==> src/hdl/msx_pkg.sv <==
package msx_pkg;

   // Slot, subslot and page give 64 blocks
   localparam int slot_blocks    = 64;
   localparam int lookup_entries = 16;

   typedef logic [7:0]  mapper_t;
   typedef logic [7:0]  device_t;
   typedef logic [7:0]  data_id_t;
   typedef logic [1:0]  msx_typ_t;
   typedef logic [3:0]  ref_ram_t;
   typedef logic [1:0]  offset_t;
   typedef logic [5:0]  block_idx_t;
   typedef logic [15:0] page_size_t;   // Count of 16 KB pages

   localparam mapper_t mapper_none   = 8'd0;
   localparam mapper_t mapper_ram    = 8'd1;
   localparam mapper_t mapper_unused = 8'hFF;

   localparam device_t device_none   = 8'd0;

   localparam data_id_t rom_none     = 8'd0;
   localparam data_id_t rom_rom      = 8'd1;
   localparam data_id_t rom_ram      = 8'd2;   // Checkerboard fill without DDR3 data

endpackage

==> src/hdl/upload_pkg.sv <==
package upload_pkg;

   typedef enum logic [2:0] {
      idle,
      clean,
      read_conf,
      read_conf2,
      check_config,
      fill_ram,
      fill_ram2,
      store_slot
   } state_t;

   typedef logic [3:0]  config_typ_t;
   typedef logic [27:0] ddr_addr_t;
   typedef logic [26:0] ram_addr_t;
   typedef logic [24:0] data_size_t;

   // Record type codes from byte 3, upper nibble
   localparam config_typ_t config_internal   = 4'd4;
   localparam config_typ_t config_kbd_layout = 4'd7;
   localparam config_typ_t config_config     = 4'd8;

   localparam int record_len     = 16;
   localparam int kbd_layout_len = 512;
   localparam int page_shift     = 14;   // 16 KB pages
   localparam int config_index   = 1;

   localparam logic [23:0] sig_msx = 24'h4D5358;   // "MSX"

endpackage

==> src/hdl/upload_fsm.sv <==
`timescale 1ns/1ns

module upload_fsm
   import upload_pkg::*;
   import msx_pkg::*;
(
   input  logic        clk,
   input  logic        rst_n,
   input  logic        ioctl_download,
   input  logic [15:0] ioctl_index,
   input  logic [26:0] ioctl_addr,
   input  logic        ddr3_ready,
   input  logic        rec_valid,
   input  config_typ_t rec_typ,
   input  data_id_t    rec_data_id,
   input  page_size_t  rec_size,
   input  logic        fill_done,
   input  logic        fill_rd,
   output ddr_addr_t   ddr3_addr,
   output logic        ddr3_rd,
   output logic        ddr3_request,
   output logic        reset_rq,
   output logic        rec_capture,
   output logic [3:0]  rec_index,
   output logic        clean_en,
   output block_idx_t  clean_idx,
   output logic        fill_start,
   output logic        fill_copy,
   output logic        store_en,
   output ref_ram_t    ref_ram,
   output logic        lookup_we,
   output logic        cfg_we
);

   state_t    state;
   ddr_addr_t image_size;
   logic      download_last;
   logic      cfg_done;
   logic      start;
   logic      step;
   logic      ref_add;

   assign cfg_done = download_last & ~ioctl_download & (ioctl_index[5:0] == 6'(config_index));
   assign start    = cfg_done & (state == idle);
   assign step     = ddr3_ready & ~ddr3_rd;   // No read in flight
   assign reset_rq = state != idle;

   assign clean_en    = step & (state == clean);
   assign rec_capture = step & (state == read_conf2);
   assign fill_start  = step & (state == fill_ram) & (rec_size != '0);
   assign lookup_we   = fill_start;   // Claim entry with start address
   assign store_en    = step & (state == store_slot);
   assign cfg_we      = step & (state == check_config) & rec_valid & (rec_typ == config_config);

   always_ff @(posedge clk) begin
      if (cfg_done) begin
         image_size <= ddr_addr_t'(ioctl_addr);
      end
   end

   always_ff @(posedge clk) begin
      if (!rst_n) begin
         state         <= idle;
         download_last <= 1'b0;
         ddr3_addr     <= '0;
         ddr3_rd       <= 1'b0;
         ddr3_request  <= 1'b0;
         rec_index     <= '0;
         clean_idx     <= '0;
         ref_ram       <= '0;
         ref_add       <= 1'b0;
         fill_copy     <= 1'b0;
      end else begin
         download_last <= ioctl_download;
         if (ddr3_rd & ddr3_ready) begin
            ddr3_rd   <= 1'b0;
            ddr3_addr <= ddr3_addr + 1'b1;
         end
         if (fill_rd) begin
            ddr3_rd <= 1'b1;   // Byte fetch for a copy fill
         end
         if (start) begin
            state        <= clean;
            ddr3_addr    <= '0;
            ddr3_request <= 1'b1;
            clean_idx    <= '0;
            ref_ram      <= '0;
            ref_add      <= 1'b0;
         end else if (step) begin
            case (state)
               idle: ddr3_request <= 1'b0;
               clean: begin
                  clean_idx <= clean_idx + 1'b1;
                  if (clean_idx == '1) begin
                     state <= read_conf;
                  end
               end
               read_conf: begin
                  rec_index <= '0;
                  if (ddr3_addr >= image_size) begin
                     state <= idle;   // End of image
                  end else begin
                     ddr3_rd <= 1'b1;
                     state   <= read_conf2;
                  end
               end
               read_conf2: begin
                  rec_index <= rec_index + 1'b1;
                  if (rec_index == 4'(record_len - 1)) begin
                     state <= check_config;
                  end else begin
                     ddr3_rd <= 1'b1;
                  end
               end
               check_config: begin
                  state <= idle;   // Missing signature stops the walk
                  if (rec_valid) begin
                     state <= read_conf;
                     case (rec_typ)
                        config_kbd_layout: ddr3_addr <= ddr3_addr + ddr_addr_t'(kbd_layout_len);
                        config_internal: begin
                           fill_copy <= rec_data_id != rom_ram;
                           state     <= (rec_data_id == rom_none) ? store_slot : fill_ram;
                        end
                        default: ;
                     endcase
                  end
               end
               fill_ram: begin
                  if (rec_size != '0) begin
                     ref_add <= 1'b1;
                     state   <= fill_ram2;
                  end else begin
                     state <= store_slot;
                  end
               end
               fill_ram2: begin
                  if (fill_done) begin
                     state <= store_slot;
                  end
               end
               store_slot: begin
                  ref_ram <= ref_ram + ref_ram_t'(ref_add);
                  ref_add <= 1'b0;
                  state   <= read_conf;
               end
               default: state <= idle;
            endcase
         end
      end
   end

   // A read, once issued, is held until the DDR3 side accepts it
   assert property (@(posedge clk) disable iff (!rst_n) $fell(ddr3_rd) |-> $past(ddr3_ready))
      else $error("ddr3_rd dropped without ddr3_ready");

endmodule

==> config.mk <==
export PLATFORM = sky130hd
export DESIGN_NAME = upload_fsm
export DESIGN_NICKNAME = d
export VERILOG_FILES = /design/src/hdl/msx_pkg.sv /design/src/hdl/upload_pkg.sv /design/src/hdl/upload_fsm.sv
export SDC_FILE = /design/constraint.sdc
export NUM_CORES = 1
export LEC_CHECK = 0
export BUFFER_PORTS_ARGS = -buffer_cell sky130_fd_sc_hd__buf_2
export CAP_MARGIN = 20
export CORE_UTILIZATION = 53
export CTS_BUF_LIST = sky130_fd_sc_hd__clkbuf_2 sky130_fd_sc_hd__clkbuf_4 sky130_fd_sc_hd__clkbuf_8
export CTS_CLUSTER_SIZE = 14
export DETAILED_ROUTE_END_ITERATION = 7
export HOLD_SLACK_MARGIN = 0.03
export PLACE_DENSITY = 0.93
export SETUP_SLACK_MARGIN = 0.4
export SLEW_MARGIN = 20
export SYNTH_ARGS = -nofsm -noshare
export SYNTH_HDL_FRONTEND = slang
export SYNTH_SLANG_ARGS = --single-unit
==> constraint.sdc <==
create_clock -name clk -period 3.54 [get_ports clk]
set_input_delay 0.708 -clock clk [delete_from_list [all_inputs] [get_ports clk]]
set_output_delay 0.708 -clock clk [all_outputs]
set_load 0.05 [all_outputs]
; ---- Yosys cells after proc, flatten, opt, wreduce, memory -nomap -nowiden
; Index checks and enable logic that the tools add are counted.
[totals]
register_bits = 77
input_bits = 78
output_inout_bits = 52
elab_cells = 104
[op_classes]
add_sub_neg = 5
n_lt_le_gt_ge = 1
n_eq_ne = 21
mux = 29
bitwise = 17
reduce_logical = 19
[op_table]
columns = op, n
row1 = 28-bit two-way mux, 5
row2 = 28-bit by 1-bit adder with 28-bit output (second input constant), 1
row3 = 28-bit by 10-bit adder with 28-bit output (second input constant), 1
row4 = 28-bit by 27-bit greater-or-equal comparator with 1-bit output, 1
row5 = 3-bit one-hot mux with 7 select lines, 1
row6 = 16-bit nonzero test, 1
row7 = 3-bit two-way mux, 5
row8 = 5-bit AND reduction, 3
row9 = 1-bit bitwise AND, 13
row10 = 1-bit two-way mux, 13
row11 = 3-bit equality test (second input constant), 4
row12 = 4-bit by 3-bit equality test with 1-bit output (second input constant), 2
row13 = 4-bit equality test (second input constant), 2
row14 = 8-bit zero test, 1
row15 = 8-bit by 2-bit != test with 1-bit output (second input constant), 1
row16 = 4-bit one-hot mux with 2 select lines, 1
row17 = 2-bit nonzero test, 4
row18 = 8-bit nonzero test, 1
row19 = 7-bit nonzero test, 1
row20 = 6-bit by 1-bit adder with 6-bit output (second input constant), 1
row21 = 3-bit by 2-bit equality test with 1-bit output (second input constant), 2
row22 = 6-bit by 1-bit equality test with 1-bit output (second input constant), 1
row23 = 6-bit equality test (second input constant), 1
row24 = 2-bit by 1-bit != test with 1-bit output (second input constant), 3
row25 = 14 further kinds, 23

; ---- Longest topological paths before layout
; Gate-level depths: netlist of run 1.
[logic_depth]
depth_word = 7
mapped_depth = 9
mapped_depth_nobuf = 8

; ---- Least setup slack after synthesis of run 1
; OpenSTA, ideal clock, no wires.
[synth_path]
path_type = input port to output port
startpoint = input port ddr3_ready
endpoint = output port lookup_we
t_arrival_ns = 2.136
required_time_ns = 2.832
path_slack_ns = 0.696
path_stages = 5
path_buffers = 2
path_cell_list = buf_2 -> and3b_2 -> nand2_1 -> nor2_1 -> buf_4
[synth_between]
elab_chain_len = 3
[synth_lines]
columns = element, line_no
row1 = from (decl), upload_fsm.sv:12  ; input logic ddr3_ready,
row2 = 1-bit bitwise AND, upload_fsm.sv:45  ; assign step = ddr3_ready & ~ddr3_rd;
row3 = 1-bit bitwise AND (2 in a row), upload_fsm.sv:50  ; assign fill_start = step & (state == fill_ram) & (rec_size != '0);
row4 = to (decl), upload_fsm.sv:31  ; output logic lookup_we,
; Every way passes these cells.

; ---- Worst setup path after layout of run 1
[layout_path]
startpoint = register state[2]
endpoint = output port store_en
[layout_between]
elab_chain_len = 2
[layout_lines]
columns = element, line_no
row1 = from (decl), upload_fsm.sv:35  ; state_t state;
row2 = from (signal assigned), upload_fsm.sv:63  ; state <= idle;
row3 = from (signal assigned), upload_fsm.sv:83  ; state <= clean;
row4 = from (signal assigned), upload_fsm.sv:95  ; state <= read_conf;
row5 = 3-bit equality test, upload_fsm.sv:52  ; assign store_en = step & (state == store_slot);
row6 = 1-bit bitwise AND, upload_fsm.sv:52
row7 = to (decl), upload_fsm.sv:29  ; output logic store_en,
; Every way passes these cells.

==> results of run 1 <==
[metal layers]
metal  share of wire, %  global-route usage, %  vias up
met3                5.4                   4.74       24
met1                 40                   28.3     1694
met5                  0                      0        -
met2                 52                   44.5      132
met4                2.5                   11.9        0
li1                   -                      -     1748
[report_power, final]
part | switching (mW) | internal, mW | total, mW
Combinational | 0.0440 | 0.0405 | 0.0845
Clock | 0.314 | 0.370 | 0.683
Sequential | 0.00396 | 0.916 | 0.920
Total | 0.362 | 1.33 | 1.69
[worst max path at each step]
stage | cells after the start | slack (ns) | to
2_1_floorplan | 5 | 0.70 | lookup_we
6_report | 3 | 0.91 | store_en
4_1_cts | 3 | 0.91 | store_en
5_1_grt | 3 | 0.82 | store_en
3_3_place_gp | 6 | 0.83 | ref_add
3_5_place_dp | 6 | 0.80 | ref_add
[kinds of logic (layout without fill, tap and decap cells)]
kind of cell,count (synthesis),after routing
AO/OA/AOI/OAI,67,67
multiplexers,5,5
XOR/XNOR,27,27
AND/OR/NAND/NOR,167,167
flip-flops,77,77
adder cells (fa/ha/maj),33,33
buffers and inverters,48,173
[state kept, by name, indices dropped and copies added (netlist names)]
signal	cells
rec_index	4
ref_add	1
ddr3_rd	1
ddr3_request	1
image_size	27
ref_ram	4
state	3
download_last	1
clean_idx	6
ddr3_addr	28
fill_copy	1
[layout by cell type, fill, tap and decap left out, types with 2 or more instances in the layout]
master | synthesis | final
inv_1 | 34 | 34
nor3_1 | 12 | 12
o21a_1 | 3 | 3
and4_1 | 6 | 6
a31oi_1 | 2 | 2
nand2b_1 | 2 | 2
or4_1 | 2 | 2
xor2_1 | 12 | 12
edfxtp_1 | 27 | 27
xnor2_1 | 15 | 15
dfxtp_1 | 50 | 50
buf_2 | 5 | 119
ha_1 | 33 | 33
mux2i_1 | 5 | 5
buf_4 | 2 | 2
nor2_1 | 46 | 45
o21ai_0 | 14 | 14
o211ai_1 | 4 | 4
clkbuf_8 | 0 | 11
or3_1 | 7 | 7
nand3_1 | 11 | 11
and3_1 | 10 | 10
a21o_1 | 6 | 6
nor4b_1 | 2 | 2
nand4_1 | 11 | 11
a21oi_1 | 25 | 25
nor3_2 | 3 | 3
nor2b_1 | 5 | 5
clkinv_2 | 0 | 2
nor4_1 | 7 | 7
nand2_1 | 31 | 31
[worst max-delay path: stages, from the launching register on]
cell	delay (ns)
dfxtp_1	0.57
and3b_2	0.32
and3_1	0.35
buf_2	0.33
[area by class of cell]
type / instances / area [um^2] / share of cell area (%)
Inverter: 35 / 131 / 2.65
Tap cell: 99 / 124 / 2.50
Sequential cell: 77 / 1810 / 36.6
Multi-Input combinational cell: 299 / 2050 / 41.4
Timing Repair Buffer: 122 / 631 / 12.7
Clock buffer: 12 / 159 / 3.21
Clock inverter: 4 / 47.5 / 0.959
[through the flow]
stage | instances | util [%] | setup slack, ns | power, mW
floorplan | 424 | - | 0.696 | 0.976
global placement | 632 | 64.4 | 0.828 | 1.02
detailed placement | 632 | 64.4 | 0.799 | 1.02
CTS | 648 | 67.2 | 0.910 | 1.70
global route | 648 | 67.2 | 0.822 | 1.75
finish | 648 | 67.2 | 0.909 | 1.69
==> flow_summary.yaml, run 1 <==
yosys:
  synth_cell_types: 57
  ys_warn_count: 0
  synthArstFlopShare_pct: 0
  synth_fp_nets: 535
  netlist_area_mm2: 0.00409
  synth_xor_area_share_pct: 5.79
  yosysTopAreaCell: "dfxtp_1"
  ys_seq_area_share_pct: 44.3
  synthAdderAreaFrac_pct: 10.1
  synthFlopType: "dfxtp_1"
  synth_top_area_share_pct: 24.5
  synth-edff-count: 27
  yosysMostFrequentCell: "dfxtp_1"
  syn_inst: 424
  ys_ff_latch: 77
  synth_area_leaders: "dfxtp_1 25%, edfxtp_1 20%, ha_1 10%"
  synth_simple_gate_area_share_pct: 22.4
  synth_commonest_cells: "50 x dfxtp_1, 46 x nor2_1, 34 x inv_1"
  synth_compound_area_share_pct: 10.6
  synth_top_family_by_area: "simple AND/OR/NAND/NOR gates"
  synthMuxAreaShare_pct: 1.23
  avgSynthCellArea_um2: 9.63
clocking:
  cts-htree-levels: 3
  cts_setup_buffers: 0
  clkSlewWorstSetupHoldPaths_ns: 0.08
  numCtsBuffers: 9
  clock_latency_ns: 0.35
  cts.sinks: 77
  cts_tree: "yes"
  cts_resized: 0
  clock_path_buffers: 2
  root_buffer: "clkbuf_8"
  hold_buffers: 0
setup_path:
  r2r-end: "state[0]"
  crit_path_end_kind: "output pin"
  worstSetupStartpoint: "state[2]"
  worstSetupStartpointType: "flip-flop"
  critPathKind: "flip-flop to output pin"
  reg2reg_setup_slack_ns: 1.04
  cp_max_fo: 11
  r2r_cells: 8
  reg2reg_from: "ddr3_addr[0]"
  critPathArrivalTime_ns: 1.92
  required_ns: 2.83
pwr:
  powerDensity_mw_per_mm2: 341
  vdd_drop_max_v: 0.000261
  p_leak_nw: 2.27
placed_design:
  hpwl_um: 7080
  placed_cell_area_mm2: 0.00475
  io_buffers: 119
  gp_congestion: 0.842
grt:
  antenna_found_initial: 0
  grt_max_degree: 28
  overflow: 0
  grt_pass1_wl_um: 16100
  grt_pass1_vias: 3610
  grt_usage_pct: 24.8
routing:
  drt_iter0_markers: 139
  vias: 3598
  drtAntennaViolNets: 0
  wl_per_cell_um: 14.7
  drc: 0
  vias_per_cell: 5.55
  dr.pass1.iters: 4
  wl_um: 9550
die:
  die_area_mm2: 0.00806
  row_count: 31
  ioPinCount: 130
  core_mm2: 0.00737
  start_util_pct: 55.4
  die_h_um: 89.8
  die_w_um: 89.8
timing:
  max_freq_ghz: 0.380
  worst_pin_slew_ns: 0.593
  hold_viol: 0
  slew_headroom_pct: 59.9
  rsz0062_at_grt: "false"
  drv_slew: 0
  whs_ns: 0.500
  setup_viol: 0
  min_period_ns: 2.63
  setup-tns-final_ns: 0
  period_share_pct: 74.3
  fin_skew_ns: 0.00566
min_path:
  holdPathEnd: "rec_index[1]"
  min_from: "rec_index[1]"
  hold_class: "flip-flop to flip-flop"
  hold_depth: 2
layout:
  fin_nets: 655
  diodes: 0
  drive_gt1_share_pct: 27.7
  final_area_mm2: 0.00496
  area_delta_synth_final_pct: 21.3
  fill_cells: 559
run_status:
  status: "finished, final reports clean"
flow_run:
  drv_cap: 0
Power figures use the tool's default switching activity.
==> run 2: changes to the inputs <==
==> constraint.sdc (replaced) <==
create_clock -name clk -period 2.73 [get_ports clk]
set_input_delay 0.546 -clock clk [delete_from_list [all_inputs] [get_ports clk]]
set_output_delay 0.546 -clock clk [all_outputs]
set_load 0.05 [all_outputs]
==> flow_summary.yaml, run 2 (synthesized netlist as in run 1, its figures left out) <==
routing:
  dr.pass1.iters: 5
  wl_per_cell_um: 14.5
  wl_um: 9440
  vias: 3643
  drt_iter0_markers: 128
  drc: 0
  drtAntennaViolNets: 0
  vias_per_cell: 5.58
grt:
  grt_usage_pct: 24.2
  grt_pass1_vias: 3512
  antenna_found_initial: 0
  overflow: 0
  grt_pass1_wl_um: 15600
  grt_max_degree: 20
placed_design:
  dp_slack_ns: 0.388
  hpwl_um: 7230
  io_buffers: 119
  gp_congestion: 0.842
pwr:
  p_leak_nw: 2.30
  powerDensity_mw_per_mm2: 426
  vdd_drop_max_v: 0.000304
timing:
  hold_viol: 0
  fin_skew_ns: 0.0104
  max_freq_ghz: 0.444
  worst_pin_slew_ns: 0.712
  drv_slew: 0
  setup_viol: 0
  slew_headroom_pct: 51.8
  setup-tns-final_ns: 0
  worst_slack_ns: 0.477
  min_period_ns: 2.25
  period_share_pct: 82.5
  rsz0062_at_grt: "true"
clocking:
  cts_tree: "yes"
  clkSlewWorstSetupHoldPaths_ns: 0.08
  cts-htree-levels: 3
  clock_path_buffers: 2
  numCtsBuffers: 9
  cts.sinks: 77
  root_buffer: "clkbuf_8"
  hold_buffers: 0
  clock_latency_ns: 0.36
setup_path:
  required_ns: 2.99
  max_stage_delay_ns: 0.39
  critPathArrivalTime_ns: 2.51
  cp.depth: 8
  crit_buf_inv: 1
  critPathKind: "flip-flop to flip-flop"
  crit_family: "compound AO/OA/AOI/OAI gates"
  critical_path.cell_chain: "inv_2 -> ha_4 -> nand2b_4 -> a2111oi_4 -> o41ai_2 -> a221o_1 -> a31o_2 -> a221oi_2"
  crit_path_end_kind: "flip-flop"
  worstSetupStartpointType: "flip-flop"
  slowest_stage: "a221o_1"
  r2r_cells: 8
  cp_max_fo: 4
die:
  die_area_mm2: 0.00806
  die_h_um: 89.8
  die_w_um: 89.8
  ioPinCount: 130
  row_count: 31
  core_mm2: 0.00737
  start_util_pct: 55.4
layout:
  largest_reg_flops: 28
  fill_cells: 570
  reg_top3: "ddr3_addr x28, image_size x27, clean_idx x6"
  regMostFlops: "ddr3_addr"
  diodes: 0
  finalCoreUtilization_pct: 68.2
  final_cell_mix: "117 x buf_2, 47 x dfxtp_1, 44 x nor2_1"
  final_common_cell: "buf_2"
  drive_gt1_share_pct: 29.8
  area_delta_synth_final_pct: 23.0
  fin_nets: 660
min_path:
  hold_class: "primary input to flip-flop"
  hold_depth: 1
flow_run:
  drv_cap: 0
run_status:
  status: "finished, final reports clean"
==> run 2: metal layers <==
layer / wire, um / part of all wire [%] / track usage (%)
met3: 613 / 6.5 / 4.99
met2: 4760 / 50 / 43.7
met1: 3810 / 40 / 27.0
met5: 0 / 0 / 0
met4: 261 / 2.8 / 11.5
==> run 2: through the flow <==
step	hold slack (ns)	power, mW	std cells	cell area [um^2]
2_1_floorplan	0.490	1.27	424	4090
3_3_place_gp	0.462	1.32	634	4760
3_5_place_dp	0.484	1.33	634	4760
4_1_cts	0.357	2.15	650	4960
5_1_grt	0.355	2.21	653	5020
6_report	0.360	2.14	653	5020
==> run 2: path summary, 6_finish.rpt <==
| path | from | end | slack (ns) |
|---|---|---|---|
| setup / recovery | ddr3_addr[0] | state[0] | 0.48 |
| hold / removal | ioctl_addr[7] | image_size[7] | 0.36 |
| setup reg to reg | ddr3_addr[0] | state[0] | 0.48 |
| hold reg to reg | fill_copy | fill_copy | 0.51 |
==> run 2: timing repair <==
item,in CTS,in global routing
endpoints found under the hold margin,0,0
buffers inserted,0,3
endpoints found under the setup margin,4,4
gates resized for setup,4,8
pin swaps,1,6
==> run 2: area by class of cell <==
type                            instances  area [um^2]  area share, %
Multi-Input combinational cell        299         2100           41.8
Clock buffer                            9          124           2.47
Tap cell                               99          124           2.47
Inverter                               35          131           2.61
Sequential cell                        77         1820           36.2
Timing Repair Buffer                  127          661           13.1
Clock inverter                          7         65.1           1.29
==> run 2: power by group <==
part | internal (mW) | switching (mW) | total (mW) | leakage [nW]
Clock | 0.417 | 0.418 | 0.835 | 0.0984
Combinational | 0.0546 | 0.0575 | 0.112 | 1.55
Sequential | 1.19 | 0.00562 | 1.19 | 0.648
Total | 1.66 | 0.481 | 2.14 | 2.30
==> run 3: changes to the inputs <==
--- a/config.mk
+++ b/config.mk
@@ -5,14 +5,15 @@
 export SDC_FILE = /design/constraint.sdc
 export NUM_CORES = 1
 export LEC_CHECK = 0
+export ABC_AREA = 1
 export BUFFER_PORTS_ARGS = -buffer_cell sky130_fd_sc_hd__buf_2
 export CAP_MARGIN = 20
-export CORE_UTILIZATION = 53
+export CORE_UTILIZATION = 49
 export CTS_BUF_LIST = sky130_fd_sc_hd__clkbuf_2 sky130_fd_sc_hd__clkbuf_4 sky130_fd_sc_hd__clkbuf_8
 export CTS_CLUSTER_SIZE = 14
 export DETAILED_ROUTE_END_ITERATION = 7
 export HOLD_SLACK_MARGIN = 0.03
-export PLACE_DENSITY = 0.93
+export PLACE_DENSITY = 0.89
 export SETUP_SLACK_MARGIN = 0.4
 export SLEW_MARGIN = 20
 export SYNTH_ARGS = -nofsm -noshare
==> constraint.sdc (replaced) <==
create_clock -name clk -period 2 [get_ports clk]
set_input_delay 0.4 -clock clk [delete_from_list [all_inputs] [get_ports clk]]
set_output_delay 0.4 -clock clk [all_outputs]
set_load 0.05 [all_outputs]
==> flow_summary.yaml, run 3 <==
run_status:
  status: "finished, final reports clean"
placed_design:
  gp_congestion: 0.904
  io_buffers: 119
  hpwl_um: 8390
  dp_slack_ns: 0.0687
yosys:
  synthMuxAreaShare_pct: 0
  yosysTopAreaCell: "dfxtp_1"
  ys_warn_count: 0
  synth_commonest_cells: "125 x nand2_1, 95 x inv_1, 87 x nor2_1"
  synth_fp_nets: 705
  ys_ff_latch: 77
  synth_top_area_share_pct: 22.6
  synth_xor_area_share_pct: 0.990
  synthFlopType: "dfxtp_1"
  synthAdderAreaFrac_pct: 9.34
  synth_cell_types: 35
  netlist_area_mm2: 0.00442
  ys_seq_area_share_pct: 41.0
  synth_simple_gate_area_share_pct: 31.2
  syn_inst: 594
  synth_area_leaders: "dfxtp_1 23%, edfxtp_1 18%, nand2_1 11%"
  synthArstFlopShare_pct: 0
  yosysMostFrequentCell: "nand2_1"
  synth_compound_area_share_pct: 8.29
  synth-edff-count: 27
  synth_top_family_by_area: "simple AND/OR/NAND/NOR gates"
  avgSynthCellArea_um2: 7.45
clocking:
  clock_latency_ns: 0.36
  root_buffer: "clkbuf_8"
  clkSlewWorstSetupHoldPaths_ns: 0.08
  cts-htree-levels: 3
  numCtsBuffers: 9
  cts.sinks: 77
  cts_tree: "yes"
  clock_path_buffers: 2
setup_path:
  required_ns: 1.60
  worstSetupStartpointType: "flip-flop"
  cp_max_fo: 5
  r2r_cells: 13
  critPathArrivalTime_ns: 1.54
  crit_path_end_kind: "output pin"
  critPathKind: "flip-flop to output pin"
grt:
  grt_usage_pct: 25.5
  antenna_found_initial: 0
  grt_pass1_wl_um: 19300
  overflow: 0
  grt_pass1_vias: 4461
  grt_max_degree: 28
layout:
  area_delta_synth_final_pct: 44.3
  regMostFlops: "ddr3_addr"
  largest_reg_flops: 28
  diodes: 0
  reg_top3: "ddr3_addr x28, image_size x27, clean_idx x6"
  fin_nets: 878
  final_common_cell: "buf_2"
  final_cell_mix: "112 x buf_2, 107 x nand2_1, 82 x inv_1"
  drive_gt1_share_pct: 42.0
timing:
  max_freq_ghz: 0.516
  period_share_pct: 96.9
  setup_viol: 0
  setup-tns-final_ns: 0
  rsz0062_at_grt: "true"
  fin_skew_ns: 0.0128
  slew_headroom_pct: 76.6
  worst_slack_ns: 0.0629
  min_period_ns: 1.94
  drv_slew: 0
  worst_pin_slew_ns: 0.350
  hold_viol: 0
routing:
  drc: 0
  vias_per_cell: 5.32
  drt_iter0_markers: 268
  drtAntennaViolNets: 0
  vias: 4682
  wl_um: 13200
  dr.pass1.iters: 4
  wl_per_cell_um: 15.0
min_path:
  hold_depth: 1
  hold_class: "primary input to flip-flop"
die:
  start_util_pct: 50.7
  row_count: 34
  ioPinCount: 130
  die_w_um: 97.0
  die_h_um: 97.0
  core_mm2: 0.00872
  die_area_mm2: 0.00941
flow_run:
  drv_cap: 0
pwr:
  p_leak_nw: 3.09
  vdd_drop_max_v: 0.000403
  total_power_mw: 3.65
  powerDensity_mw_per_mm2: 571
-- run 3: final timing paths --
path                        from              to  slack (ns)
hold reg to reg    ddr3_addr[17]   ddr3_addr[17]        0.47
setup reg to reg         ddr3_rd        state[0]        0.08
hold / removal    ioctl_addr[22]  image_size[22]        0.21
setup / recovery        state[2]      fill_start        0.06
-- run 3: layout make-up --
cell class                      instances  area [um^2]
Clock inverter                          5         98.8
Clock buffer                           11          139
Sequential cell                        77         1890
Timing Repair Buffer                  167         1090
Multi-Input combinational cell        412         2620
Tap cell                              108          135
Fill cell                             584         2340
Inverter                              100          420
-- run 3: routing by layer --
layer  up-vias  routed length, um  global-route usage [%]
li1       2263                  -                       -
met1      2162               4840                    26.8
met2       201               7000                    46.3
met3        56                735                    5.56
met4         0                579                    14.8
met5         -                  0                       0
-- run 3: cell families (layout without fill, tap and decap cells) --
logic type | after synthesis | after routing
AO/OA/AOI/OAI | 69 | 69
XOR/XNOR | 5 | 5
adder cells (fa/ha/maj) | 33 | 33
buffers and inverters | 105 | 283
flip-flops | 77 | 77
AND/OR/NAND/NOR | 305 | 305
-- run 3: critical path, cell delays in order, from the launching register on --
cell,delay [ns]
dfxtp_4,0.40
inv_4,0.05
nor3_4,0.20
nand3_2,0.11
nand4_1,0.19
nor2_4,0.07
buf_6,0.15
-- run 3: repair_timing --
item / 4_1_cts / 5_1_grt
setup buffers: 21 / 21
endpoints found under the setup margin: 42 / 41
hold buffers: 0 / 0
pin swaps: 24 / 39
gates resized for setup: 63 / 75
-- run 3: power breakdown --
group / switching [mW] / total (mW) / internal [mW]
registers: 0.0293 / 1.65 / 1.62
logic: 0.305 / 0.545 / 0.239
clock network: 0.597 / 1.45 / 0.852
-- run 3: through the flow --
step | cell area (um^2) | std cells | util (%) | hold WS (ns)
2_1_floorplan | 4600 | 594 | - | 0.461
3_3_place_gp | 5350 | 822 | 61.3 | 0.452
3_5_place_dp | 5350 | 822 | 61.3 | 0.451
4_1_cts | 5940 | 859 | 68.1 | 0.211
5_1_grt | 6380 | 880 | 73.2 | 0.196
6_report | 6380 | 880 | 73.2 | 0.209
